<file path="config.mk">
export PLATFORM = sky130hd
export DESIGN_NAME = fetch_unit_flat
export DESIGN_NICKNAME = d
export VERILOG_FILES = /design/src/rv32_mem_pkg.sv /design/src/generic_bus_if.sv /design/src/fetch_unit.sv /design/src/flat_wrapper.sv
export SDC_FILE = /design/constraint.sdc
export NUM_CORES = 1
export LEC_CHECK = 0
export ABC_AREA = 1
export BUFFER_PORTS_ARGS = -buffer_cell sky130_fd_sc_hd__buf_2
export CORE_UTILIZATION = 49
export CTS_CLUSTER_SIZE = 20
export DETAILED_ROUTE_END_ITERATION = 12
export GPL_TIMING_DRIVEN = 0
export MAX_ROUTING_LAYER = met4
export PLACE_DENSITY = 0.89
export SYNTH_ARGS = -nofsm -noshare
export SYNTH_HDL_FRONTEND = slang
export SYNTH_SLANG_ARGS = --single-unit
export TNS_END_PERCENT = 5
</file>
<file path="constraint.sdc">
create_clock -name CLK -period 5.7 [get_ports CLK]
set_input_delay 0.285 -clock CLK [delete_from_list [all_inputs] [get_ports CLK]]
set_output_delay 0.285 -clock CLK [all_outputs]
set_load 0.005 [all_outputs]
</file>
<file path="src/rv32_mem_pkg.sv">
/*
  shared sizes and types for the RV32 memory subsystem
  - word and address width, bytes per word
  - on-chip RAM depth, index width and address mask
  - load/store opcode enum (store bit + funct3)
  - memory controller arbiter states
*/
`default_nettype none

package rv32_mem_pkg;

  // data and address width
  localparam int WORD_W     = 32;
  localparam int WORD_BYTES = WORD_W / 8;

  // on-chip RAM depth in words
  localparam int RAM_WORDS = 256;
  localparam int RAM_AW    = $clog2(RAM_WORDS);

  // byte address range covered by the RAM
  localparam logic [WORD_W-1:0] ADDR_MASK = WORD_W'(RAM_WORDS * WORD_BYTES - 1);

  // bit 3 marks a store, bits 2:0 follow funct3
  // bits 1:0 give the access size, bit 2 the unsigned load
  typedef enum logic [3:0] {
    LB  = 4'b0000,
    LH  = 4'b0001,
    LW  = 4'b0010,
    LBU = 4'b0100,
    LHU = 4'b0101,
    SB  = 4'b1000,
    SH  = 4'b1001,
    SW  = 4'b1010
  } ls_op_t;

  // arbiter grant states
  typedef enum logic [1:0] {
    IDLE,
    SERVE_D,
    SERVE_I
  } arb_state_t;

endpackage

`default_nettype wire

</file>
<file path="src/generic_bus_if.sv">
/*
  generic bus interface
  cpu modport for requesters, generic_bus modport for responders
*/
`default_nettype none

interface generic_bus_if
  import rv32_mem_pkg::*;
();

  logic [WORD_W-1:0]     addr;
  logic [WORD_W-1:0]     wdata;
  logic [WORD_W-1:0]     rdata;
  logic                  ren;
  logic                  wen;
  logic [WORD_BYTES-1:0] byte_en;
  // high while no request or transfer still running
  logic                  busy;

  modport cpu (
    output addr, wdata, ren, wen, byte_en,
    input  rdata, busy
  );

  modport generic_bus (
    input  addr, wdata, ren, wen, byte_en,
    output rdata, busy
  );

endinterface

`default_nettype wire

</file>
<file path="src/fetch_unit.sv">
/*
  instruction fetch unit
  - program counter with redirect
  - sequential word reads on the generic bus
  - drop flag for a read made stale by a redirect
*/
`default_nettype none

module fetch_unit
  import rv32_mem_pkg::*;
(
  input  logic              CLK,
  input  logic              nRST,
  input  logic              fetch_en,
  input  logic              redirect,
  input  logic [WORD_W-1:0] redirect_pc,
  output logic [WORD_W-1:0] instr,
  output logic [WORD_W-1:0] instr_pc,
  output logic              instr_valid,
  generic_bus_if.cpu        bus
);

  logic [WORD_W-1:0] pc;
  logic [WORD_W-1:0] pc_next;
  // address of the read held on the bus
  logic [WORD_W-1:0] addr_q;
  logic              ren_q;
  logic              drop_q;
  logic              done;

  // read only, always the full word
  assign bus.addr    = addr_q;
  assign bus.ren     = ren_q;
  assign bus.wen     = 1'b0;
  assign bus.wdata   = '0;
  assign bus.byte_en = '1;

  assign done = ren_q && !bus.busy;

  // redirect wins, otherwise step past a reported word
  assign pc_next = redirect ? redirect_pc :
                   (done && !drop_q) ? pc + WORD_W'(WORD_BYTES) : pc;

  always_ff @(posedge CLK, negedge nRST) begin
    if (!nRST) begin
      pc          <= '0;
      ren_q       <= 1'b0;
      drop_q      <= 1'b0;
      instr_valid <= 1'b0;
    end else begin
      instr_valid <= 1'b0;
      pc          <= pc_next;
      if (done) begin
        ren_q  <= 1'b0;
        drop_q <= 1'b0;
        // stale word is swallowed here
        if (!drop_q && !redirect) begin
          instr_valid <= 1'b1;
          instr       <= bus.rdata;
          instr_pc    <= addr_q;
        end
      end else if (ren_q && redirect) begin
        drop_q <= 1'b1;
      end
      // next read issues back to back with the completion
      if (fetch_en && (!ren_q || done)) begin
        ren_q  <= 1'b1;
        addr_q <= pc_next;
      end
    end
  end

  // a posted read stays up, alone and at the same address, until busy drops
  a_read_held: assert property (@(posedge CLK) disable iff (!nRST)
    (bus.ren && bus.busy) |=> (bus.ren && !bus.wen && $stable(bus.addr)));

endmodule

`default_nettype wire

</file>
<file path="src/flat_wrapper.sv">
// flat-port wrapper written by rule: the top's interface ports become plain ports
module fetch_unit_flat import rv32_mem_pkg::*;
  (CLK, nRST, fetch_en, redirect, redirect_pc, instr, instr_pc, instr_valid, bus_addr, bus_wdata, bus_ren, bus_wen, bus_byte_en, bus_rdata, bus_busy);
  generic_bus_if bus_i ();
  input  logic CLK;
  input  logic nRST;
  input  logic fetch_en;
  input  logic redirect;
  input  logic [WORD_W-1:0] redirect_pc;
  output logic [WORD_W-1:0] instr;
  output logic [WORD_W-1:0] instr_pc;
  output logic instr_valid;
  output wire logic [$bits(bus_i.addr)-1:0] bus_addr;
  output wire logic [$bits(bus_i.wdata)-1:0] bus_wdata;
  output wire logic [$bits(bus_i.ren)-1:0] bus_ren;
  output wire logic [$bits(bus_i.wen)-1:0] bus_wen;
  output wire logic [$bits(bus_i.byte_en)-1:0] bus_byte_en;
  input wire logic [$bits(bus_i.rdata)-1:0] bus_rdata;
  input wire logic [$bits(bus_i.busy)-1:0] bus_busy;
  assign bus_addr = bus_i.addr;
  assign bus_wdata = bus_i.wdata;
  assign bus_ren = bus_i.ren;
  assign bus_wen = bus_i.wen;
  assign bus_byte_en = bus_i.byte_en;
  assign bus_i.rdata = bus_rdata;
  assign bus_i.busy = bus_busy;
  fetch_unit u_core (.CLK(CLK), .nRST(nRST), .fetch_en(fetch_en), .redirect(redirect), .redirect_pc(redirect_pc), .instr(instr), .instr_pc(instr_pc), .instr_valid(instr_valid), .bus(bus_i));
endmodule
</file>
# Yosys cells after proc, flatten, opt, wreduce, memory -nomap -nowiden
# Index checks and enable logic that the tools add are counted.
# W data, S select, Z words.
[word_totals] register_bits=131 in_bits=69 output_inout_bits=135 elab_cells=30
[classes] addsub=1 mux=8 reduce_logical=14
[op_table] operator="$mux W32" n=2
[op_table] operator="$add A32 B3 Y32 const B" n=1
[op_table] operator="$mux W1" n=6
[op_table] operator="$logic_and A1 B1 Y1" n=5
[op_table] operator="$logic_not A1 Y1" n=4
[op_table] operator="$reduce_bool A2 Y1" n=2
[op_table] operator="$reduce_and A3 Y1" n=1
[op_table] operator="$reduce_and A2 Y1" n=1
[op_table] operator="$logic_or A1 B1 Y1" n=1

# Logic depth before layout (Yosys ltp)
[depth] word_depth=5 ltp_mapped=9 ltp_nobuf=9

# Least setup slack after synthesis
# OpenSTA, ideal clock, no wires.
[synth_path] kind="flip-flop to flip-flop" start="register u_core.ren_q, in the netlist u_core.bus.ren" end="register u_core.instr[0] (enable)" setup_time_ns=0.487 arrival_time_ns=3.603 required_time_ns=5.213 slack_ns=1.610 stages_incl_launch_ff=7 path_buffers=0 synth_period_minus_slack_ns=4.090 cell_sequence="dfrtp_1 > nand2_2 > nor2_8 > inv_4 > nor2_1 > inv_1 > nor2_1"
[synth_between] elab_chain_len=2
[synth_lines] item="start: declaration" line_no="fetch_unit.sv:27" text="logic ren_q;"
[synth_lines] item="start signal: assignment" line_no="fetch_unit.sv:47" text="ren_q <= 1'b0;"
[synth_lines] item="start signal: assignment" line_no="fetch_unit.sv:54" text="ren_q <= 1'b0;"
[synth_lines] item="start signal: assignment" line_no="fetch_unit.sv:67" text="ren_q <= 1'b1;"
[synth_lines] item="$logic_and A1 B1 Y1" line_no="fetch_unit.sv:38" text="assign done = ren_q && !bus.busy;"
[synth_lines] item="$reduce_and A3 Y1 (no source line)"
[synth_lines] item="end signal: assignment" line_no="fetch_unit.sv:59" text="instr <= bus.rdata;"
[synth_lines] item="end: declaration" line_no="fetch_unit.sv:17" text="output logic [WORD_W-1:0] instr,"
# No other way between the ends.
# A chain may end at the register's enable or synchronous reset.

# Final worst setup path
[layout_path] start="input port nRST" end="register u_core.instr[13] (enable)"
[layout_between] elab_chain_len=1
[layout_lines] item="start: declaration" line_no="flat_wrapper.sv:6" text="input logic nRST;"
[layout_lines] item="$reduce_and A3 Y1 (no source line)"
# No other way between the ends.

==> results.py <==
metrics = {
    "outcome": {
        "status": "finished, final reports clean",
    },
    "grt": {
        "grt_max_degree": 40,
        "antenna_found_initial": 0,
        "gr-usage-all-layers_pct": 25.77,
        "grt_pass1_vias": 4201,
        "grt_first_pass_wirelength_mm": 21.08,
        "grt_overflow_total": 0,
    },
    "final_layout": {
        "n_antenna_cell": 0,
        "final_nets": 802,
        "final_common_cell": "buf_2",
        "syn_to_final_growth_pct": 42.20,
        "drive_above_1_share_pct": 36.24,
        "final_cell_mix": "buf_2, nand2_1, edfxtp_1",
    },
    "sta": {
        "setup_violations": 0,
        "slew_violations": 0,
        "min_period_ns": 2.686,
        "max_slew_margin_pct": 34.70,
        "setup_tns_ns": 0,
        "fmaxAchievable_mhz": 372.3,
        "clock_skew_ns": 0.008047,
        "fin_crit_sh_pct": 47.13,
        "rsz0062_at_grt": "no",
        "worst_pin_slew_ns": 0.9772,
        "hold_violations": 0,
    },
    "critical_path": {
        "slowest_delay_ns": 0.76,
        "cpMaxStageDelayCell": "nor2_4",
        "end_kind": "register",
        "required_ns": 5.91,
        "crit_fanout": 39,
        "cp-start-kind": "input pin",
        "crit_chain": "dlygate4sd3_1, buf_2, inv_1, nor2_4, buf_12",
        "reg2regPathDepth": 7,
        "path_class": "in -> reg",
        "worst_ep_arrival_time_ns": 2.90,
    },
    "drt": {
        "drt_iter0_markers": 349,
        "wl_per_cell_um": 16.04,
        "viasPerCell": 4.774,
        "drt-total-wl_mm": 14.20,
        "antenna_left": 0,
        "num_vias": 4225,
        "firstDrtPassIters": 4,
        "drc": 0,
    },
    "clock_network": {
        "clockRootBuffer": "clkbuf_8",
        "cts_tree": "yes",
        "cts_made_buffers": 17,
        "clock-sinks": 131,
        "cts.clk_slew.worst_paths_ns": 0.06,
        "post-cts-setup-buffer-count": 0,
        "clockBufferDepth": 2,
        "h-tree-depth": 4,
        "clkLatencyLatePin_ns": 0.52,
    },
    "logic_synthesis": {
        "synth_top_cell_by_area": "edfxtp_1",
        "synthDistinctLibCells": 34,
        "synthTopCellsByArea": "edfxtp_1, dfrtp_1, nand2_1, buf_4, nand3_1",
        "avgSynthCellArea_um2": 11.75,
        "ys_ff_latch": 131,
        "synth_cells": 463,
        "synthArstFlopShare_pct": 26.72,
        "yosysWarnings": 0,
        "synth-edff-count": 96,
        "syn_area_um2": 5440,
        "yosysSeqAreaShare_pct": 69.09,
        "ys.flop_type": "edfxtp_1",
        "synth_top_area_share_pct": 52.99,
    },
    "power_and_ir_drop": {
        "p_leak_nw": 3.527,
        "power.total_mw": 2.511,
        "irDropWorstVdd_uv": 212.7,
        "power.density_nw_per_um2": 324.6,
    },
    "floorplan": {
        "core_um2": 10840,
        "io-pin-count": 204,
        "fp.dieH_um": 107.4,
        "start_util_pct": 50.18,
        "die_area_um2": 11530,
        "fp.dieW_um": 107.4,
        "rows": 38,
    },
    "placed_design": {
        "gp_congestion": 0.8337,
        "place_hpwl_mm": 9.291,
        "portBuffers": 166,
    },
    "worst_hold_path": {
        "hold_class": "in -> reg",
        "min_path_cells": 3,
    },
    "flow_run": {
        "cap_violations": 0,
    },
}
-- Yosys cell counts (3+ instances only) --
cell / n
nand2_1: 108
edfxtp_1: 96
nand3_1: 42
inv_1: 40
buf_4: 37
dfrtp_1: 35
nor2_1: 25
nand4_1: 11
o21ai_0: 9
nor2_2: 8
nand2_2: 7
nor2_4: 6
a21oi_1: 4
o21bai_1: 4
xnor2_1: 4
buf_2: 3
o21ai_1: 3
-- per-stage QoR --
| stage | area, um^2 | util (%) | instances | worst slack (ns) | hold WS [ns] |
|---|---|---|---|---|---|
| after detailed placement | 6613 | 61.00 | 805 | 2.987 | 0.4296 |
| after floorplan | 5572 | - | 498 | 1.610 | -0.01059 |
| after global routing | 7736 | 71.36 | 885 | 2.807 | 0.005013 |
| final | 7736 | 71.36 | 885 | 3.014 | 0.01829 |
| after global placement | 6578 | 60.68 | 804 | 0.3551 | 0.4272 |
| after CTS | 7736 | 71.36 | 885 | 2.980 | 0.002722 |
-- repair_timing --
action,in CTS,in global routing
endpoints found under the hold margin,82,0
hold buffers,48,0
gates resized for setup,0,0
setup endpoints to repair,0,0
-- state kept, by name, indices dropped and copies added (netlist names) --
signal / flops
u_core.bus.addr: 32
u_core.instr: 32
u_core.instr_pc: 32
u_core.pc: 32
u_core.bus.ren: 1
u_core.drop_q: 1
u_core.instr_valid: 1
-- worst paths after layout --
path | start | to | slack [ns]
max | nRST | u_core.instr[13] | 3.01
min | redirect_pc[15] | u_core.pc[15] | 0.02
max reg2reg | u_core.bus.ren | u_core.instr[13] | 3.33
min reg2reg | u_core.bus.addr[6] | u_core.instr_pc[6] | 0.44
max in group asynchronous | nRST | u_core.pc[15] | 4.70
min in group asynchronous | nRST | u_core.pc[22] | 0.45
-- logic make-up (layout without fill, tap and decap cells) --
| family | count (synthesis) | count (layout) | synth area share [%] |
|---|---|---|---|
| buf+inv | 86 | 333 | 8.601 |
| other cells | 2 | 37 | 0.1380 |
| simple gates | 214 | 214 | 18.45 |
| xor+xnor | 5 | 5 | 0.8049 |
| fa+ha+maj | 1 | 1 | 0.2300 |
| flops | 131 | 131 | 69.09 |
| compound gates | 24 | 24 | 2.691 |
-- metal layers --
metal	GRT usage, %	part of all wire, %	routed length, um
met3	5.690	6.8	965
met2	46.18	53	7466
met5	-	0	0
met1	28.27	39	5581
met4	8.904	1.3	183
-- final cells by class --
cell class / count / area (um^2)
Multi-Input combinational cell: 281 / 1360
Fill cell: 762 / 3104
Sequential cell: 131 / 3759
Timing Repair Buffer: 215 / 1331
Buffer: 43 / 304.0
Clock inverter: 14 / 225.2
Clock buffer: 18 / 417.9
Inverter: 43 / 163.9
Tap cell: 140 / 175.2
-- report_power, final --
group / internal (mW) / switching [mW]
clock network: 0.764 / 0.424
logic: 0.0977 / 0.113
registers: 1.08 / 0.0347
total: 1.94 / 0.572
-- critical path, delay by kind of cell --
family	cells	cell delay [ns]
and+or+nand+nor	1	0.76
buffers and inverters	4	1.81
(Power assumes the default switching activity.)
