===== src/rv32_mem_pkg.sv =====
/*
  shared sizes and types for the RV32 memory subsystem
  - word and address width, bytes per word
  - on-chip RAM depth, index width and address mask
  - load/store opcode enum (store bit + funct3)
  - memory controller arbiter states
*/
`default_nettype none

package rv32_mem_pkg;

  // data and address width
  localparam int WORD_W     = 32;
  localparam int WORD_BYTES = WORD_W / 8;

  // on-chip RAM depth in words
  localparam int RAM_WORDS = 256;
  localparam int RAM_AW    = $clog2(RAM_WORDS);

  // byte address range covered by the RAM
  localparam logic [WORD_W-1:0] ADDR_MASK = WORD_W'(RAM_WORDS * WORD_BYTES - 1);

  // bit 3 marks a store, bits 2:0 follow funct3
  // bits 1:0 give the access size, bit 2 the unsigned load
  typedef enum logic [3:0] {
    LB  = 4'b0000,
    LH  = 4'b0001,
    LW  = 4'b0010,
    LBU = 4'b0100,
    LHU = 4'b0101,
    SB  = 4'b1000,
    SH  = 4'b1001,
    SW  = 4'b1010
  } ls_op_t;

  // arbiter grant states
  typedef enum logic [1:0] {
    IDLE,
    SERVE_D,
    SERVE_I
  } arb_state_t;

endpackage

`default_nettype wire


===== src/generic_bus_if.sv =====
/*
  generic bus interface
  cpu modport for requesters, generic_bus modport for responders
*/
`default_nettype none

interface generic_bus_if
  import rv32_mem_pkg::*;
();

  logic [WORD_W-1:0]     addr;
  logic [WORD_W-1:0]     wdata;
  logic [WORD_W-1:0]     rdata;
  logic                  ren;
  logic                  wen;
  logic [WORD_BYTES-1:0] byte_en;
  // high while no request or transfer still running
  logic                  busy;

  modport cpu (
    output addr, wdata, ren, wen, byte_en,
    input  rdata, busy
  );

  modport generic_bus (
    input  addr, wdata, ren, wen, byte_en,
    output rdata, busy
  );

endinterface

`default_nettype wire


===== src/load_store_unit.sv =====
/*
  load/store unit
  - request latch and alignment check
  - store lane shift and byte enables
  - load lane select with sign or zero extension
*/
`default_nettype none

module load_store_unit
  import rv32_mem_pkg::*;
(
  input  logic              CLK,
  input  logic              nRST,
  input  logic              ls_req,
  input  ls_op_t            ls_op,
  input  logic [WORD_W-1:0] ls_addr,
  input  logic [WORD_W-1:0] ls_wdata,
  output logic [WORD_W-1:0] ls_rdata,
  output logic              ls_done,
  output logic              ls_misaligned,
  generic_bus_if.cpu        bus
);

  ls_op_t                op_q;
  logic [WORD_W-1:0]     addr_q;
  logic [WORD_W-1:0]     wdata_q;
  logic                  open_q;
  logic                  misaligned;
  logic                  xfer_done;
  logic [4:0]            lane_shift;
  logic [WORD_BYTES-1:0] size_mask;
  logic [WORD_W-1:0]     lane_data;
  logic [WORD_W-1:0]     load_val;

  // halfwords on even bytes, words on word boundaries
  always_comb begin
    case (ls_op)
      LH, LHU, SH: misaligned = ls_addr[0];
      LW, SW:      misaligned = |ls_addr[1:0];
      default:     misaligned = 1'b0;
    endcase
  end

  assign lane_shift = {addr_q[1:0], 3'b000};
  assign xfer_done  = open_q && !bus.busy;

  // byte enables from access size
  always_comb begin
    case (op_q[1:0])
      2'b00:   size_mask = 4'b0001;
      2'b01:   size_mask = 4'b0011;
      default: size_mask = 4'b1111;
    endcase
  end

  assign bus.addr    = addr_q;
  assign bus.ren     = open_q && !op_q[3];
  assign bus.wen     = open_q && op_q[3];
  assign bus.wdata   = wdata_q << lane_shift;
  assign bus.byte_en = size_mask << addr_q[1:0];

  // pick the lane, then extend
  always_comb begin
    lane_data = bus.rdata >> lane_shift;
    case (op_q)
      LB:      load_val = {{(WORD_W-8){lane_data[7]}}, lane_data[7:0]};
      LBU:     load_val = {{(WORD_W-8){1'b0}}, lane_data[7:0]};
      LH:      load_val = {{(WORD_W-16){lane_data[15]}}, lane_data[15:0]};
      LHU:     load_val = {{(WORD_W-16){1'b0}}, lane_data[15:0]};
      default: load_val = lane_data;
    endcase
  end

  always_ff @(posedge CLK, negedge nRST) begin
    if (!nRST) begin
      open_q        <= 1'b0;
      ls_done       <= 1'b0;
      ls_misaligned <= 1'b0;
    end else begin
      ls_done       <= xfer_done;
      ls_misaligned <= ls_req && misaligned;
      if (xfer_done) begin
        open_q <= 1'b0;
      end else if (ls_req && !misaligned) begin
        open_q <= 1'b1;
      end
    end
  end

  // request and result payload
  always_ff @(posedge CLK) begin
    if (ls_req && !open_q) begin
      op_q    <= ls_op;
      addr_q  <= ls_addr;
      wdata_q <= ls_wdata;
    end
    if (xfer_done && !op_q[3]) begin
      ls_rdata <= load_val;
    end
  end

  // core side issues one access at a time
  a_no_overlap: assert property (@(posedge CLK) disable iff (!nRST)
    ls_req |-> !open_q);

endmodule

`default_nettype wire


===== src/flat_wrapper.sv =====
// flat-port wrapper written by rule: the top's interface ports become plain ports
module load_store_unit_flat import rv32_mem_pkg::*;
  (CLK, nRST, ls_req, ls_op, ls_addr, ls_wdata, ls_rdata, ls_done, ls_misaligned, bus_addr, bus_wdata, bus_ren, bus_wen, bus_byte_en, bus_rdata, bus_busy);
  generic_bus_if bus_i ();
  input  logic CLK;
  input  logic nRST;
  input  logic ls_req;
  input  ls_op_t ls_op;
  input  logic [WORD_W-1:0] ls_addr;
  input  logic [WORD_W-1:0] ls_wdata;
  output logic [WORD_W-1:0] ls_rdata;
  output logic ls_done;
  output logic ls_misaligned;
  output wire logic [$bits(bus_i.addr)-1:0] bus_addr;
  output wire logic [$bits(bus_i.wdata)-1:0] bus_wdata;
  output wire logic [$bits(bus_i.ren)-1:0] bus_ren;
  output wire logic [$bits(bus_i.wen)-1:0] bus_wen;
  output wire logic [$bits(bus_i.byte_en)-1:0] bus_byte_en;
  input wire logic [$bits(bus_i.rdata)-1:0] bus_rdata;
  input wire logic [$bits(bus_i.busy)-1:0] bus_busy;
  assign bus_addr = bus_i.addr;
  assign bus_wdata = bus_i.wdata;
  assign bus_ren = bus_i.ren;
  assign bus_wen = bus_i.wen;
  assign bus_byte_en = bus_i.byte_en;
  assign bus_i.rdata = bus_rdata;
  assign bus_i.busy = bus_busy;
  load_store_unit u_core (.CLK(CLK), .nRST(nRST), .ls_req(ls_req), .ls_op(ls_op), .ls_addr(ls_addr), .ls_wdata(ls_wdata), .ls_rdata(ls_rdata), .ls_done(ls_done), .ls_misaligned(ls_misaligned), .bus(bus_i));
endmodule

===== config.mk =====
export PLATFORM = sky130hd
export DESIGN_NAME = load_store_unit_flat
export DESIGN_NICKNAME = d
export VERILOG_FILES = /design/src/rv32_mem_pkg.sv /design/src/generic_bus_if.sv /design/src/load_store_unit.sv /design/src/flat_wrapper.sv
export SDC_FILE = /design/constraint.sdc
export NUM_CORES = 1
export LEC_CHECK = 0
export ABC_CLOCK_PERIOD_IN_PS = 7600
export BUFFER_PORTS_ARGS = -buffer_cell sky130_fd_sc_hd__buf_4
export CORE_ASPECT_RATIO = 0.75
export CORE_MARGIN = 4
export CORE_UTILIZATION = 26
export CTS_BUF_LIST = sky130_fd_sc_hd__clkbuf_4 sky130_fd_sc_hd__clkbuf_8 sky130_fd_sc_hd__clkbuf_16
export CTS_CLUSTER_DIAMETER = 120
export DETAILED_ROUTE_END_ITERATION = 8
export PLACE_DENSITY_LB_ADDON = 0.12
export SLEW_MARGIN = 25
export SYNTH_ARGS = -nofsm -noshare
export SYNTH_HDL_FRONTEND = slang
export SYNTH_SLANG_ARGS = --single-unit

===== constraint.sdc =====
create_clock -name CLK -period 7.6 [get_ports CLK]
set_input_delay 1.52 -clock CLK [delete_from_list [all_inputs] [get_ports CLK]]
set_output_delay 1.52 -clock CLK [all_outputs]
set_load 0.05 [all_outputs]

---- Word level (Yosys, flattened, before mapping) ----
Cells that the tools add are included.
word-level totals
  logic and storage cells ................. 41
  output and inout port bits .............. 104
  register bits ........................... 103
operators by class
  shift operators ......................... 3
  multiplexer cells ....................... 5
  reductions and logical operators ........ 17
  eq/ne operators ......................... 9
operators with widths
  cell                  count
  $pmux W32 S4          1
  $shl A32 B5 Y32       1
  $shr A32 B5 Y32       1
  $eq A4 B3 Y1 const B  3
  $eq A4 B1 Y1 const B  2
  $eq A4 B4 Y1 const B  2
  $pmux W4 S2           1
  $logic_and A1 B1 Y1   7
  $eq A4 B2 Y1 const B  1
  $logic_not A1 Y1      4
  $logic_not A4 Y1      1
  $reduce_or A2 Y1      2
  $shl A4 B2 Y4         1
  $reduce_or A3 Y1      1
  $eq A2 B1 Y1 const B  1
  $logic_not A2 Y1      1
  $mux W1               2
  $pmux W1 S2           1
  $reduce_bool A2 Y1    1

---- Longest topological paths before layout ----
  depth after elaboration ................. 7
  gate-level depth with buffers ........... 6
  mapped depth without buffers ............ 3

---- Least setup slack after synthesis ----
OpenSTA, ideal clock, no wires.
  path type ............................... input-to-reg
  start point ............................. input ls_req
  end point ............................... register u_core.addr_q[0] (netlist: u_core.bus.addr[0]) (enable)
  slack ................................... 2.559 ns
  setup time .............................. 0.504 ns
  buffers on the path ..................... 0
  cell stages on the path ................. 1
  required time ........................... 7.096 ns
  data arrival time ....................... 4.536 ns
  path through ............................ nor2b_1
on the way
  cells in the longest elaborated chain, start to end .. 1
ends and longest elaborated chain
  what                  RTL line               RTL
  from (decl)           flat_wrapper.sv:7      input logic ls_req;
  $logic_and A1 B1 Y1   load_store_unit.sv:92  if (ls_req && !open_q) begin
  to (signal assigned)  load_store_unit.sv:94  addr_q <= ls_addr;
  to (decl)             load_store_unit.sv:25  logic [WORD_W-1:0] addr_q;
No other way between the ends.
A chain may end at the register's enable or synchronous reset.

---- Worst setup path after layout ----
  start point ............................. register u_core.addr_q[0] (netlist: u_core.bus.addr[0])
  end point ............................... output bus_wdata[22]
on the way
  cells in the longest elaborated chain, start to end .. 1
ends and longest elaborated chain
  what             RTL line               RTL
  $shl A32 B5 Y32  load_store_unit.sv:59  assign bus.wdata = wdata_q << lane_shift;
  to (decl)        flat_wrapper.sv:15     output wire logic [$bits(bus_i.wdata)-1:0] bus_wdata;
No other way between the ends.

==> impl_metrics.env <==
export IMPL_drive_above_1_share_pct=47.4
export IMPL_yosysSeqAreaShare_pct=69.0
export IMPL_portBuffers=207
export IMPL_ys_top_cells_by_area="edfxtp_1 (67%), mux2i_1 (7.0%), nor2b_1 (2.7%)"
export IMPL_cp_max_fo=35
export IMPL_finalNonFillerCells=736
export IMPL_cts_made_buffers=9
export IMPL_crit_type="reg2out"
export IMPL_cellLeakagePower_nw=2.67
export IMPL_grt_max_degree=70
export IMPL_cts_sinks=103
export IMPL_ctsHoldBuffers=0
export IMPL_synth_largest_area_cell="edfxtp_1"
export IMPL_setup_viol=0
export IMPL_coreArea_um2=16800
export IMPL_rsz0062_at_grt="false"
export IMPL_synth_edf_count=100
export IMPL_final_net_count=620
export IMPL_viasPerCell=4.50
export IMPL_critPathLaunch="u_core.bus.addr[0]"
export IMPL_cp_slowest_cell="nor2b_2"
export IMPL_final_fill_count=1658
export IMPL_multi_input_area_um2=1270
export IMPL_dr_pass1_iters=4
export IMPL_n_antenna_cell=0
export IMPL_vdd_ir_drop_worst_v=0.000132
export IMPL_drt_first_iter_violations=200
export IMPL_r2r_end="u_core.ls_rdata[31]"
export IMPL_clock_latency_ns=0.35
export IMPL_tns_ns=0
export IMPL_dp_hpwl_um=9710
export IMPL_layout_common_cells="buf_4 (213), edfxtp_1 (100), mux2i_1 (31)"
export IMPL_grt_ovfl_total=0
export IMPL_hold_ws_ns=0.624
export IMPL_cts_max_path_buffers=2
export IMPL_synthArstFlopShare_pct=2.91
export IMPL_routedWlPerCell_um=17.6
export IMPL_fmax_ghz=0.256
export IMPL_critPathMostFrequentCell="buf_4"
export IMPL_synth_distinct_cells=35
export IMPL_tritoncts="built"
export IMPL_path_buf_inv=2
export IMPL_cts_root_buffer="clkbuf_16"
export IMPL_rows=41
export IMPL_worstMarginPinSlew_ns=0.947
export IMPL_netlist_area_um2=4460
export IMPL_die_h_um=121
export IMPL_clkTransAtPathRegs_ns=0.07
export IMPL_endpoint_kind="output pin"
export IMPL_p_per_area_nw_per_um2=240
export IMPL_period_share_pct=51.4
export IMPL_mostFrequentLayoutCell="buf_4"
export IMPL_maxSlewHeadroom_pct=36.6
export IMPL_ant_nets=0
export IMPL_antenna_found_initial=0
export IMPL_cp_endpoint="bus_wdata[22]"
export IMPL_syn_inst=314
export IMPL_start_util_pct=26.5
export IMPL_rr_startpoint="u_core.bus.addr[1]"
export IMPL_fin_worst_skew_ns=0.0122
export IMPL_hold_viol_final=0
export IMPL_postCtsSetupBuffers=0
export IMPL_hold_class="reg2reg"
export IMPL_htreeDepth=3
export IMPL_required_ns=6.08
export IMPL_gp_congestion=0.738
export IMPL_dpl_cell_count=720
export IMPL_ys_ff_latch=103
export IMPL_ios=208
export IMPL_dr_total_vias=3310
export IMPL_drc=0
export IMPL_post_cts_resized=0
export IMPL_path_cells="buf_4 > nor2b_2 > nand2_1 > o21ai_0 > buf_4"
export IMPL_die_area_um2=19300
export IMPL_cp_start_kind="flop"
export IMPL_slew_violations=0
export IMPL_die_x_um=159
export IMPL_final_area_um2=6530
export IMPL_synth_main_ff_cell="edfxtp_1"
export IMPL_worstSetupPathDepth=5
export IMPL_ys_warnings_count=0
export IMPL_syn_nets=418
export IMPL_wl_um=13000
export IMPL_ff2ff_setup_slack_ns=5.21
export IMPL_grt_pass1_vias=3486
export IMPL_grt_pass1_wl_um=20000
export IMPL_max_cap_violations=0
export IMPL_avgSynthCellArea_um2=14.2
export IMPL_synth_top_area_share_pct=67.3
export IMPL_rr_worst_depth=4
export IMPL_cp_data_arrival_time_ns=2.39
export IMPL_crit_family="simple AND/OR/NAND/NOR gates"
export IMPL_critPathMaxStageDelay_ns=0.85
export IMPL_seqCellArea_um2=3080
export IMPL_status="finished clean"
export IMPL_fin_crit_ns=3.91
export IMPL_grt_use_total_pct=13.4
export IMPL_dpl_cell_area_um2=6230
export IMPL_area_delta_synth_final_pct=46.4
## through the flow
stage	total power (W)	setup slack (ns)	util, %
floorplan	0.000968	2.56	-
global placement	0.00111	4.05	37.0
detailed placement	0.00111	4.01	37.0
CTS	0.00159	3.62	38.8
global route	0.00164	3.44	38.8
finish	0.00157	3.69	38.8
## cell usage after synthesis, types with 2 or more instances
| cell | number |
|---|---|
| a211oi_1 | 14 |
| a21oi_1 | 15 |
| a31oi_1 | 7 |
| and2_1 | 9 |
| buf_1 | 2 |
| buf_2 | 9 |
| buf_4 | 2 |
| buf_6 | 2 |
| clkbuf_1 | 7 |
| dfrtp_1 | 3 |
| edfxtp_1 | 100 |
| inv_1 | 4 |
| mux2_2 | 3 |
| mux2i_1 | 31 |
| nand2_1 | 19 |
| nand2b_1 | 2 |
| nand3_1 | 8 |
| nor2_1 | 11 |
| nor2b_1 | 19 |
| nor4bb_1 | 2 |
| o21ai_0 | 18 |
| o22ai_1 | 8 |
| or2_2 | 7 |
## where the power goes
group	switching, W	total [W]	internal, W
clock network	0.000211	0.000472	0.000261
registers	0.0000171	0.000696	0.000679
logic	0.000268	0.000400	0.000131
total	0.000497	0.00157	0.00107
## registers in the layout, indices dropped and copies added, names as in the netlist
signal,count
u_core.bus.addr,32
u_core.ls_done,1
u_core.ls_misaligned,1
u_core.ls_rdata,32
u_core.wdata_q,32
u_core.open_q,1
u_core.op_q,4
## kinds of logic after synthesis
group | Yosys count | share of synthesized area (%)
and+or+nand+nor | 79 | 9.31
buffers and inverters | 26 | 2.94
xor gates and xnor gates | 1 | 0.196
DFF | 103 | 69.0
AOI/OAI and AO/OA | 69 | 10.0
muxes | 36 | 8.55
## worst min-delay path by stage
stage / from / slack (ns) / to / cells after the start
after floorplan: u_core.open_q / 0.52 / u_core.ls_done / 1
after global placement: u_core.open_q / 0.60 / u_core.ls_done / 1
after detailed placement: u_core.open_q / 0.61 / u_core.ls_done / 1
after CTS: u_core.open_q / 0.63 / u_core.ls_done / 1
after global routing: u_core.open_q / 0.65 / u_core.ls_done / 1
final: u_core.open_q / 0.62 / u_core.ls_done / 1
## area by class of cell
class | instances | share of cell area [%]
Sequential cell | 103 | 47.1
Inverter | 4 | 0.230
Timing Repair Buffer | 213 | 24.5
Clock inverter | 6 | 1.05
Multi-Input combinational cell | 185 | 19.4
Tap cell | 215 | 4.12
Clock buffer | 10 | 3.56
## routing by layer
layer  wire length [um]  global-route usage (%)  part of all wire (%)  vias up
li1                   -                       -                     -     1595
met5                  0                       0                     0        -
met1               5650                    17.3                    44     1562
met4                172                    4.23                   1.3        0
met3               1320                    6.35                    10       12
met2               5840                    20.0                    45      141
(Power assumes the default switching activity.)
