===== src/rv32_mem_pkg.sv =====
/*
  shared sizes and types for the RV32 memory subsystem
  - word and address width, bytes per word
  - on-chip RAM depth, index width and address mask
  - load/store opcode enum (store bit + funct3)
  - memory controller arbiter states
*/
`default_nettype none

package rv32_mem_pkg;

  // data and address width
  localparam int WORD_W     = 32;
  localparam int WORD_BYTES = WORD_W / 8;

  // on-chip RAM depth in words
  localparam int RAM_WORDS = 256;
  localparam int RAM_AW    = $clog2(RAM_WORDS);

  // byte address range covered by the RAM
  localparam logic [WORD_W-1:0] ADDR_MASK = WORD_W'(RAM_WORDS * WORD_BYTES - 1);

  // bit 3 marks a store, bits 2:0 follow funct3
  // bits 1:0 give the access size, bit 2 the unsigned load
  typedef enum logic [3:0] {
    LB  = 4'b0000,
    LH  = 4'b0001,
    LW  = 4'b0010,
    LBU = 4'b0100,
    LHU = 4'b0101,
    SB  = 4'b1000,
    SH  = 4'b1001,
    SW  = 4'b1010
  } ls_op_t;

  // arbiter grant states
  typedef enum logic [1:0] {
    IDLE,
    SERVE_D,
    SERVE_I
  } arb_state_t;

endpackage

`default_nettype wire


===== src/generic_bus_if.sv =====
/*
  generic bus interface
  cpu modport for requesters, generic_bus modport for responders
*/
`default_nettype none

interface generic_bus_if
  import rv32_mem_pkg::*;
();

  logic [WORD_W-1:0]     addr;
  logic [WORD_W-1:0]     wdata;
  logic [WORD_W-1:0]     rdata;
  logic                  ren;
  logic                  wen;
  logic [WORD_BYTES-1:0] byte_en;
  // high while no request or transfer still running
  logic                  busy;

  modport cpu (
    output addr, wdata, ren, wen, byte_en,
    input  rdata, busy
  );

  modport generic_bus (
    input  addr, wdata, ren, wen, byte_en,
    output rdata, busy
  );

endinterface

`default_nettype wire


===== src/memory_controller.sv =====
/*
  memory controller
  - registered grant, data side first
  - mux of the granted bus onto the RAM bus
  - address masked to the RAM range
*/
`default_nettype none

module memory_controller
  import rv32_mem_pkg::*;
(
  input  logic               CLK,
  input  logic               nRST,
  generic_bus_if.generic_bus i_bus,
  generic_bus_if.generic_bus d_bus,
  generic_bus_if.cpu         ram_bus
);

  arb_state_t        state;
  arb_state_t        state_n;
  logic              i_req;
  logic              d_req;
  logic [WORD_W-1:0] sel_addr;

  assign i_req = i_bus.ren || i_bus.wen;
  assign d_req = d_bus.ren || d_bus.wen;

  // grant held until the RAM finishes
  always_comb begin
    state_n = state;
    case (state)
      IDLE: begin
        if (d_req) begin
          state_n = SERVE_D;
        end else if (i_req) begin
          state_n = SERVE_I;
        end
      end
      SERVE_D, SERVE_I: begin
        if (!ram_bus.busy) begin
          state_n = IDLE;
        end
      end
      default: state_n = IDLE;
    endcase
  end

  always_ff @(posedge CLK, negedge nRST) begin
    if (!nRST) begin
      state <= IDLE;
    end else begin
      state <= state_n;
    end
  end

  // request side mux, nothing reaches the RAM while idle
  always_comb begin
    sel_addr        = '0;
    ram_bus.wdata   = '0;
    ram_bus.ren     = 1'b0;
    ram_bus.wen     = 1'b0;
    ram_bus.byte_en = '0;
    case (state)
      SERVE_D: begin
        sel_addr        = d_bus.addr;
        ram_bus.wdata   = d_bus.wdata;
        ram_bus.ren     = d_bus.ren;
        ram_bus.wen     = d_bus.wen;
        ram_bus.byte_en = d_bus.byte_en;
      end
      SERVE_I: begin
        sel_addr        = i_bus.addr;
        ram_bus.wdata   = i_bus.wdata;
        ram_bus.ren     = i_bus.ren;
        ram_bus.wen     = i_bus.wen;
        ram_bus.byte_en = i_bus.byte_en;
      end
      default: ;
    endcase
  end

  assign ram_bus.addr = sel_addr & ADDR_MASK;

  // response side, waiting requester keeps busy high
  assign d_bus.busy  = (state == SERVE_D) ? ram_bus.busy : 1'b1;
  assign i_bus.busy  = (state == SERVE_I) ? ram_bus.busy : 1'b1;
  assign d_bus.rdata = (state == SERVE_D) ? ram_bus.rdata : '0;
  assign i_bus.rdata = (state == SERVE_I) ? ram_bus.rdata : '0;

  // a RAM completion only lands on a granted side still requesting
  a_done_to_grant: assert property (@(posedge CLK) disable iff (!nRST)
    !ram_bus.busy |-> ((state == SERVE_D && d_req) || (state == SERVE_I && i_req)));

endmodule

`default_nettype wire


===== src/flat_wrapper.sv =====
// flat-port wrapper written by rule: the top's interface ports become plain ports
module memory_controller_flat import rv32_mem_pkg::*;
  (CLK, nRST, i_bus_addr, i_bus_wdata, i_bus_ren, i_bus_wen, i_bus_byte_en, i_bus_rdata, i_bus_busy, d_bus_addr, d_bus_wdata, d_bus_ren, d_bus_wen, d_bus_byte_en, d_bus_rdata, d_bus_busy, ram_bus_addr, ram_bus_wdata, ram_bus_ren, ram_bus_wen, ram_bus_byte_en, ram_bus_rdata, ram_bus_busy);
  generic_bus_if i_bus_i ();
  generic_bus_if d_bus_i ();
  generic_bus_if ram_bus_i ();
  input  logic CLK;
  input  logic nRST;
  input wire logic [$bits(i_bus_i.addr)-1:0] i_bus_addr;
  input wire logic [$bits(i_bus_i.wdata)-1:0] i_bus_wdata;
  input wire logic [$bits(i_bus_i.ren)-1:0] i_bus_ren;
  input wire logic [$bits(i_bus_i.wen)-1:0] i_bus_wen;
  input wire logic [$bits(i_bus_i.byte_en)-1:0] i_bus_byte_en;
  output wire logic [$bits(i_bus_i.rdata)-1:0] i_bus_rdata;
  output wire logic [$bits(i_bus_i.busy)-1:0] i_bus_busy;
  input wire logic [$bits(d_bus_i.addr)-1:0] d_bus_addr;
  input wire logic [$bits(d_bus_i.wdata)-1:0] d_bus_wdata;
  input wire logic [$bits(d_bus_i.ren)-1:0] d_bus_ren;
  input wire logic [$bits(d_bus_i.wen)-1:0] d_bus_wen;
  input wire logic [$bits(d_bus_i.byte_en)-1:0] d_bus_byte_en;
  output wire logic [$bits(d_bus_i.rdata)-1:0] d_bus_rdata;
  output wire logic [$bits(d_bus_i.busy)-1:0] d_bus_busy;
  output wire logic [$bits(ram_bus_i.addr)-1:0] ram_bus_addr;
  output wire logic [$bits(ram_bus_i.wdata)-1:0] ram_bus_wdata;
  output wire logic [$bits(ram_bus_i.ren)-1:0] ram_bus_ren;
  output wire logic [$bits(ram_bus_i.wen)-1:0] ram_bus_wen;
  output wire logic [$bits(ram_bus_i.byte_en)-1:0] ram_bus_byte_en;
  input wire logic [$bits(ram_bus_i.rdata)-1:0] ram_bus_rdata;
  input wire logic [$bits(ram_bus_i.busy)-1:0] ram_bus_busy;
  assign i_bus_i.addr = i_bus_addr;
  assign i_bus_i.wdata = i_bus_wdata;
  assign i_bus_i.ren = i_bus_ren;
  assign i_bus_i.wen = i_bus_wen;
  assign i_bus_i.byte_en = i_bus_byte_en;
  assign i_bus_rdata = i_bus_i.rdata;
  assign i_bus_busy = i_bus_i.busy;
  assign d_bus_i.addr = d_bus_addr;
  assign d_bus_i.wdata = d_bus_wdata;
  assign d_bus_i.ren = d_bus_ren;
  assign d_bus_i.wen = d_bus_wen;
  assign d_bus_i.byte_en = d_bus_byte_en;
  assign d_bus_rdata = d_bus_i.rdata;
  assign d_bus_busy = d_bus_i.busy;
  assign ram_bus_addr = ram_bus_i.addr;
  assign ram_bus_wdata = ram_bus_i.wdata;
  assign ram_bus_ren = ram_bus_i.ren;
  assign ram_bus_wen = ram_bus_i.wen;
  assign ram_bus_byte_en = ram_bus_i.byte_en;
  assign ram_bus_i.rdata = ram_bus_rdata;
  assign ram_bus_i.busy = ram_bus_busy;
  memory_controller u_core (.CLK(CLK), .nRST(nRST), .i_bus(i_bus_i), .d_bus(d_bus_i), .ram_bus(ram_bus_i));
endmodule

===== config.mk =====
export PLATFORM = sky130hd
export DESIGN_NAME = memory_controller_flat
export DESIGN_NICKNAME = d
export VERILOG_FILES = /design/src/rv32_mem_pkg.sv /design/src/generic_bus_if.sv /design/src/memory_controller.sv /design/src/flat_wrapper.sv
export SDC_FILE = /design/constraint.sdc
export NUM_CORES = 1
export LEC_CHECK = 0
export BUFFER_PORTS_ARGS = -buffer_cell sky130_fd_sc_hd__buf_2
export CORE_AREA = 2 2 120 122
export DETAILED_ROUTE_END_ITERATION = 7
export DIE_AREA = 0 0 122 124
export PLACE_DENSITY = 0.5
export SETUP_SLACK_MARGIN = 0.05
export SYNTH_ARGS = -nofsm -noshare
export SYNTH_HDL_FRONTEND = slang
export SYNTH_SLANG_ARGS = --single-unit

===== constraint.sdc =====
create_clock -name CLK -period 2.6 [get_ports CLK]
set_clock_uncertainty 0.2 [all_clocks]
set_input_delay 0.13 -clock CLK [delete_from_list [all_inputs] [get_ports CLK]]
set_output_delay 0.13 -clock CLK [all_outputs]
set_load 0.02 [all_outputs]

== Word level (Yosys, flattened, before mapping) ==
Index checks and enable logic that the tools add are counted.

* Bits in registers: 2
* Output and inout port bits: 136

* Equal/unequal tests: 4
* Mux-type cells: 13
* Reduce and logical (&&, ||, !) cells: 5

{| class="wikitable"
|+ Operators by type and width
! kind !! count
|-
| 32-bit 2-to-1 mux || 2
|-
| 32-bit one-hot mux with 2 select lines || 1
|-
| 10-bit one-hot mux with 2 select lines || 1
|-
| 4-bit one-hot mux with 2 select lines || 1
|-
| 2-bit 2-to-1 mux || 3
|-
| 1-bit one-hot mux with 2 select lines || 2
|-
| 2-bit one-hot mux with 2 select lines || 1
|-
| 3-bit by 1-bit != test with 1-bit output (second input constant) || 1
|-
| 2-bit by 1-bit equality test with 1-bit output (second input constant) || 1
|-
| 2-bit equality test (second input constant) || 1
|-
| 2-bit zero test || 1
|-
| 1-bit logical OR || 2
|-
| 1-bit 2-to-1 mux || 2
|-
| 2-bit != test (second input constant) || 1
|-
| 2-bit AND reduction || 1
|-
| 2-bit OR reduction || 1
|}

== Logic depth before layout (Yosys ltp) ==
Gate-level depths: netlist (run 1).

* Depth after elaboration: 4
* Gate-level depth with buffers: 6

== Worst setup path before layout (run 1) ==
No wires, ideal clock.

* Path kind: register to output
* From: reg u_core.state[0]
* To: out ram_bus_addr[6]
* Data arrival time: 1322 ps
* Data required time: 2270 ps
* Slack: 948 ps
* Stages on the path, launching flop included: 5
* Path buffers: 1
* Cells stage by stage: dfrtp_1 inv_1 ha_1 clkbuf_1 nor2b_1

* Word-level cells in the longest chain between the ends: 2
* Elaborated cells on any way between the ends: 3
* Classes of those cells: eq/ne (2); mux (1)

{| class="wikitable"
|+ RTL lines
! item !! line !! text
|-
| start, declared || memory_controller.sv:19 || <nowiki>arb_state_t state;</nowiki>
|-
| start signal, assigned || memory_controller.sv:52 || <nowiki>state <= state_n;</nowiki>
|-
| 2-bit equality test or 2-bit by 1-bit equality test with 1-bit output (tied branches) || memory_controller.sv:63 || <nowiki>case (state)</nowiki>
|-
| 10-bit one-hot mux with 2 select lines (*) || memory_controller.sv:63 ||
|-
| end, declared || flat_wrapper.sv:23 || <nowiki>output wire logic [$bits(ram_bus_i.addr)-1:0] ram_bus_addr;</nowiki>
|}

Mark *: on every way between the ends. The rest lies on a longest branch, timed or not.

== Worst setup path after layout (run 1) ==
* From: reg u_core.state[0]
* To: out ram_bus_byte_en[0]

* Word-level cells in the longest chain between the ends: 2
* Elaborated cells on any way between the ends: 3
* Classes of those cells: eq/ne (2); mux (1)

{| class="wikitable"
|+ RTL lines
! item !! line !! text
|-
| 2-bit equality test or 2-bit by 1-bit equality test with 1-bit output (tied branches) || memory_controller.sv:63 ||
|-
| 4-bit one-hot mux with 2 select lines (*) || memory_controller.sv:63 ||
|-
| end, declared || flat_wrapper.sv:27 || <nowiki>output wire logic [$bits(ram_bus_i.byte_en)-1:0] ram_bus_byte_en;</nowiki>
|}

Marked as above.

==> results.sh, run 1 <==
export IMPL_path_max_fanout=25
export IMPL_grtUsageTotal_pct=7.34
export IMPL_grt_pass1_vias=2019
export IMPL_timing_final_crit_share_pct=83.0
export IMPL_placed_area_mm2=0.00285
export IMPL_numPortBuffers=244
export IMPL_register_area_um2=50.0
export IMPL_critPathKind="flop to output port"
export IMPL_syn_area_per_cell_um2=6.78
export IMPL_powerDensity_mw_per_mm2=1080
export IMPL_clock_sinks=2
export IMPL_drv_slew=0
export IMPL_post_route_min_period_ns=2.16
export IMPL_via_count=2376
export IMPL_numCtsBuffers=3
export IMPL_rows=43
export IMPL_multiInputGateArea_mm2=0.00126
export IMPL_largest_reg_flops=2
export IMPL_rr_startpoint="u_core.state[0]"
export IMPL_post_dp_hpwl_um=5500
export IMPL_synth_edf_count=0
export IMPL_cp_start_kind="flop"
export IMPL_wl_um=6660
export IMPL_rr_worst_depth=5
export IMPL_drt_iter0_markers=61
export IMPL_initial_utilization_pct=11.0
export IMPL_die_y_um=124
export IMPL_ys_flop_type="dfrtp_1"
export IMPL_yosysSeqAreaShare_pct=3.31
export IMPL_status="complete, no violations"
export IMPL_fin_util_pct=21.4
export IMPL_r2r_setup_slack_ns=1.07
export IMPL_cts_buffer_depth=2
export IMPL_io_pins=311
export IMPL_antenna_found_initial=0
export IMPL_tns_ns=0
export IMPL_cts_root_buf="clkbuf_16"
export IMPL_synth_top_area_share_pct=26.5
export IMPL_hold_viol=0
export IMPL_reg_top3="u_core.state: 2 flops"
export IMPL_post_cts_resize_count=0
export IMPL_antenna_cells=0
export IMPL_vias_per_cell=3.75
export IMPL_syn_area_mm2=0.00151
export IMPL_crit_arrival_ns=1.83
export IMPL_synth_commonest_cells="and2_1, a22oi_1, nor2b_1, buf_4"
export IMPL_drtAntennaViolNets=0
export IMPL_cts_tree="yes"
export IMPL_postCtsSetupBuffers=0
export IMPL_ir_drop_mv=0.351
export IMPL_crit_path_end_kind="output port"
export IMPL_fin_area_mm2=0.00294
export IMPL_grt_first_pass_wirelength_um=9250
export IMPL_drc_errors=0
export IMPL_required_ns=2.27
export IMPL_grt_max_degree=43
export IMPL_cts_hold_buf=1
export IMPL_ys_warn_count=0
export IMPL_area_delta_synth_final_pct=94.3
export IMPL_drtPass1Iterations=4
export IMPL_finalSetupViolations=0
export IMPL_clkLatencyLatePin_ns=0.22
export IMPL_clock_fmax_ghz=0.463
export IMPL_globalplace_congestion=0.718
export IMPL_core_mm2=0.0137
export IMPL_yosysUniqueCellTypes=18
export IMPL_grt_setup_unrepaired="false"
export IMPL_die_w_um=122
export IMPL_hold_class="input pin to asynchronous set/reset pin"
export IMPL_dieArea_mm2=0.0151
export IMPL_synth_top_area_cell="and2_1"
export IMPL_synthArstFlopShare_pct=100
export IMPL_detail_route_wl_per_cell_um=10.5
export IMPL_drv_cap=0
export IMPL_p_leak_nw=1.67
export IMPL_grt_overflow=0
export IMPL_timing_hold_ws_ns=0.0253
export IMPL_n_fill_cell=1575
export IMPL_regMostFlops="u_core.state"
export IMPL_htree_levels=1
export IMPL_ys_ff_latch=2
export IMPL_synth_area_leaders="and2_1, a22oi_1, nor2b_1"
export IMPL_clk_pin_slew_ns=0.03
export IMPL_finalNetCount=633
export IMPL_rr_endpoint="u_core.state[0]"
export IMPL_power_w=0.00318
export IMPL_synthCells=223
export IMPL_synth_most_common_cell="and2_1"
export IMPL_drive_above_1_share_pct=56.5
placed cells by master (no fill, tap or decap), drive strengths merged, types with 2 or more instances in the layout:
master and n:
a22oi 49, and2 64, buf 250, clkbuf 3, conb 22, dfrtp 2, ha 3, inv 3
nand2b 2, nor2b 48, o2bb2ai 2
worst max-delay path by stage:
stage	end	slack, ns	cells past startpoint	startpoint
global placement	ram_bus_addr[2]	0.65	6	u_core.state[0]
CTS	ram_bus_addr[0]	0.42	6	u_core.state[0]
floorplan	ram_bus_addr[6]	0.95	4	u_core.state[0]
global route	ram_bus_addr[0]	0.27	6	u_core.state[0]
detailed placement	ram_bus_addr[0]	0.67	6	u_core.state[0]
finish	ram_bus_byte_en[0]	0.44	6	u_core.state[0]
report_power, final:
part | total, W | internal, W | switching (W)
logic | 0.00289 | 0.00115 | 0.00175
registers | 0.0000591 | 0.0000473 | 0.0000118
clock network | 0.000231 | 0.000196 | 0.0000352
layout make-up:
cell class | count | area share, %
timing repair buffer | 251 | 44.7
multi-input combinational | 194 | 42.9
tap | 180 | 7.67
inverter | 3 | 0.383
clock buffer | 3 | 2.56
sequential | 2 | 1.70
logic make-up (layout without fill, tap and decap cells):
| logic type | after synthesis | in the layout | synth area share [%] |
|---|---|---|---|
| simple gates | 117 | 117 | 48.8 |
| buf+inv | 48 | 257 | 18.8 |
| compound gates | 52 | 52 | 26.4 |
| fa+ha+maj | 3 | 3 | 2.48 |
| flops | 2 | 2 | 3.31 |
| other cells | 1 | 22 | 0.248 |
routing by layer:
metal,routed length (µm),global-route usage (%),vias to the layer above
met5,0,0,-
met4,19,0.862,0
met3,788,1.37,2
met2,3400,14.8,160
met1,2450,8.10,1043
li1,-,-,1171
metrics by stage:
stage / std cells / setup slack, ns
after floorplan: 244 / 0.948
after global placement: 629 / 0.645
after detailed placement: 629 / 0.665
after CTS: 633 / 0.422
after global routing: 633 / 0.267
final: 633 / 0.442
worst max-delay path, stage by stage (launching register included):
cell and delay [ns]:
dfrtp_1 0.39, inv_1 0.12, ha_2 0.45, buf_12 0.22, a22oi_1 0.08, nor2b_1 0.14
buf_2 0.18
Note: power is estimated with default switching activity, not from simulation.
==> inputs of run 2 (changes only) <==
--- a/config.mk
+++ b/config.mk
@@ -5,11 +5,12 @@
 export SDC_FILE = /design/constraint.sdc
 export NUM_CORES = 1
 export LEC_CHECK = 0
+export ABC_AREA = 1
 export BUFFER_PORTS_ARGS = -buffer_cell sky130_fd_sc_hd__buf_2
-export CORE_AREA = 2 2 120 122
+export CORE_AREA = 2 2 122 124
 export DETAILED_ROUTE_END_ITERATION = 7
-export DIE_AREA = 0 0 122 124
-export PLACE_DENSITY = 0.5
+export DIE_AREA = 0 0 124 126
+export PLACE_DENSITY = 0.53
 export SETUP_SLACK_MARGIN = 0.05
 export SYNTH_ARGS = -nofsm -noshare
 export SYNTH_HDL_FRONTEND = slang
==> constraint.sdc (replaced) <==
create_clock -name CLK -period 1.8 [get_ports CLK]
set_clock_uncertainty 0.2 [all_clocks]
set_input_delay 0.09 -clock CLK [delete_from_list [all_inputs] [get_ports CLK]]
set_output_delay 0.09 -clock CLK [all_outputs]
set_load 0.02 [all_outputs]
==> run 2 against run 1 <==
Sequential power rose by 40%. Critical path type unchanged. Design area rose by 57%. Synthesized area rose by 14%. Non-clock buffer count rose by 37. Clock power rose by 42%. The flow now finishes with violations (negative setup slack).
==> results.sh, run 2 <==
export IMPL_drv_slew=0
export IMPL_synth_commonest_cells="nand2_1, inv_1, buf_4, a21oi_2, a21oi_1"
export IMPL_timing_final_ws_setup_ns=-0.0847
export IMPL_vias_per_cell=3.81
export IMPL_dp_cells=750
export IMPL_post_dp_hpwl_um=5790
export IMPL_p_leak_nw=2.69
export IMPL_violations="negative setup slack"
export IMPL_rr_worst_depth=7
export IMPL_drc_errors=0
export IMPL_synthArstFlopShare_pct=100
export IMPL_wl_um=11200
export IMPL_power_w=0.00714
export IMPL_io_pins=311
export IMPL_clk_pin_slew_ns=0.03
export IMPL_clock_sinks=2
export IMPL_timing_final_crit_share_pct=105
export IMPL_critPathKind="flop to output port"
export IMPL_tns_ns=-3.21
export IMPL_globalplace_congestion=0.712
export IMPL_ir_drop_mv=0.784
export IMPL_grt_overflow=0
export IMPL_rows=44
export IMPL_post_route_min_period_ns=1.88
export IMPL_hold_class="input pin to flop"
export IMPL_die_w_um=124
export IMPL_regMostFlops="u_core.state"
export IMPL_required_ns=1.51
export IMPL_synth_edf_count=0
export IMPL_via_count=3014
export IMPL_crit_arrival_ns=1.59
export IMPL_syn_area_per_cell_um2=5.09
export IMPL_synthCells=340
export IMPL_largest_reg_flops=2
export IMPL_finalSetupViolations=93
export IMPL_cts_root_buf="clkbuf_16"
export IMPL_cts_tree="yes"
export IMPL_drt_iter0_markers=76
export IMPL_yosysSeqAreaShare_pct=2.89
export IMPL_drv_cap=0
export IMPL_final_cell_count_no_fill=791
export IMPL_drive_above_1_share_pct=69.9
export IMPL_area_delta_synth_final_pct=166
export IMPL_antenna_found_initial=0
export IMPL_htree_levels=1
export IMPL_synth_top_area_cell="nand2_1"
export IMPL_ys_warn_count=0
export IMPL_synth_area_leaders="nand2_1, inv_1, a21oi_2"
export IMPL_ys_ff_latch=2
export IMPL_cp_start_kind="flop"
export IMPL_path_max_fanout=6
export IMPL_finalNetCount=787
export IMPL_numPortBuffers=244
export IMPL_drtAntennaViolNets=0
export IMPL_drtPass1Iterations=4
export IMPL_grt_max_degree=30
export IMPL_clkLatencyLatePin_ns=0.22
export IMPL_grt_setup_unrepaired="true"
export IMPL_numCtsBuffers=3
export IMPL_cts_buffer_depth=2
export IMPL_hold_viol=0
export IMPL_syn_area_mm2=0.00173
export IMPL_ys_flop_type="dfrtp_1"
export IMPL_initial_utilization_pct=12.1
export IMPL_n_fill_cell=1493
export IMPL_holdPathStages=4
export IMPL_clock_fmax_ghz=0.531
export IMPL_dieArea_mm2=0.0156
export IMPL_synth_most_common_cell="nand2_1"
export IMPL_yosysUniqueCellTypes=15
export IMPL_die_y_um=126
export IMPL_mostFrequentLayoutCells="buf_2, nand2_1, buf_6, buf_4"
export IMPL_reg_top3="u_core.state: 2 flops"
export IMPL_grt_pass1_vias=2462
export IMPL_core_mm2=0.0143
export IMPL_layout_commonest_cell="buf_2"
export IMPL_detail_route_wl_per_cell_um=14.1
export IMPL_grt_first_pass_wirelength_um=11700
export IMPL_status="finished with violations"
export IMPL_synth_top_area_share_pct=36.5
export IMPL_crit_path_end_kind="output port"
export IMPL_grtUsageTotal_pct=9.38
export IMPL_fin_util_pct=32.1
export IMPL_powerDensity_mw_per_mm2=1550
export IMPL_place_ws_ns=0.124
export IMPL_antenna_cells=0
==> run 2: cell types whose count changed after synthesis, sizes merged, moves of 11 or more <==
cell / before / now
a22oi: 49 / 0
buf: 34 / 45
nor2b: 48 / 0
a21oi: 0 / 48
nand2: 1 / 168
clkbuf: 11 / 0
inv: 3 / 69
and2: 64 / 0
==> run 2: report_power, final <==
part           switching [W]  internal [W]  total (W)
Clock              0.0000460      0.000282   0.000328
Sequential         0.0000185     0.0000643  0.0000828
Combinational        0.00358       0.00315    0.00673
Total                0.00365       0.00349    0.00714
==> run 2: cells by family (layout without fill, tap and decap cells) <==
logic type | after synthesis | after routing | synth area share [%]
other | 1 | 22 | 0.217
DFF | 2 | 2 | 2.89
and+or+nand+nor | 171 | 171 | 37.4
adders and majority gates | 3 | 3 | 2.17
AOI/OAI and AO/OA | 49 | 49 | 19.8
buffers and inverters | 114 | 360 | 37.5
==> run 2: stage by stage <==
step	area [µm²]	hold slack [ns]
after CTS	3490	0.0452
after detailed placement	3000	-0.323
after global routing	4600	0.115
after floorplan	1810	-0.406
final	4600	0.0597
after global placement	3000	-0.322
==> run 2: per-layer routing <==
metal	GRT usage, %	vias up	routed length, µm
met1	9.62	1370	4230
met3	1.45	2	772
met2	20.0	160	6150
met5	0	-	0
li1	-	1482	-
met4	0.595	0	12
==> run 2: final timing paths <==
check | from | end | slack, ns
setup / recovery | u_core.state[0] | d_bus_rdata[8] | -0.08
hold / removal | d_bus_wen | u_core.state[0] | 0.06
setup reg to reg | u_core.state[0] | u_core.state[1] | 0.31
hold reg to reg | u_core.state[0] | u_core.state[0] | 0.49
max in group asynchronous | nRST | u_core.state[1] | 0.22
min in group asynchronous | nRST | u_core.state[0] | 0.54
==> run 2: final cells by class <==
| type | count | area [µm²] | share of cell area, % |
|---|---|---|---|
| Timing Repair Buffer | 288 | 2480 | 53.9 |
| Multi-Input combinational cell | 245 | 1500 | 32.6 |
| Inverter | 69 | 267 | 5.79 |
| Tap cell | 184 | 230 | 5.00 |
| Clock buffer | 3 | 75.1 | 1.63 |
| Sequential cell | 2 | 50.0 | 1.09 |
==> run 2: critical path, cell delays in order, from the launching register on <==
cell       delay (ns)
dfrtp_1          0.40
buf_6            0.14
ha_4             0.17
buf_12           0.13
buf_12           0.13
clkbuf_16        0.17
nand2_2          0.08
inv_2            0.04
buf_6            0.12
==> run 2: timing repair <==
| item | 4_1_cts | 5_1_grt |
|---|---|---|
| buffers inserted | 7 | 10 |
| gates cloned | 5 | 16 |
| hold endpoints to repair | 2 | 0 |
| setup endpoints to repair | 60 | 114 |
| pin swaps | 3 | 21 |
| hold buffers | 3 | 0 |
| gates resized for setup | 60 | 241 |
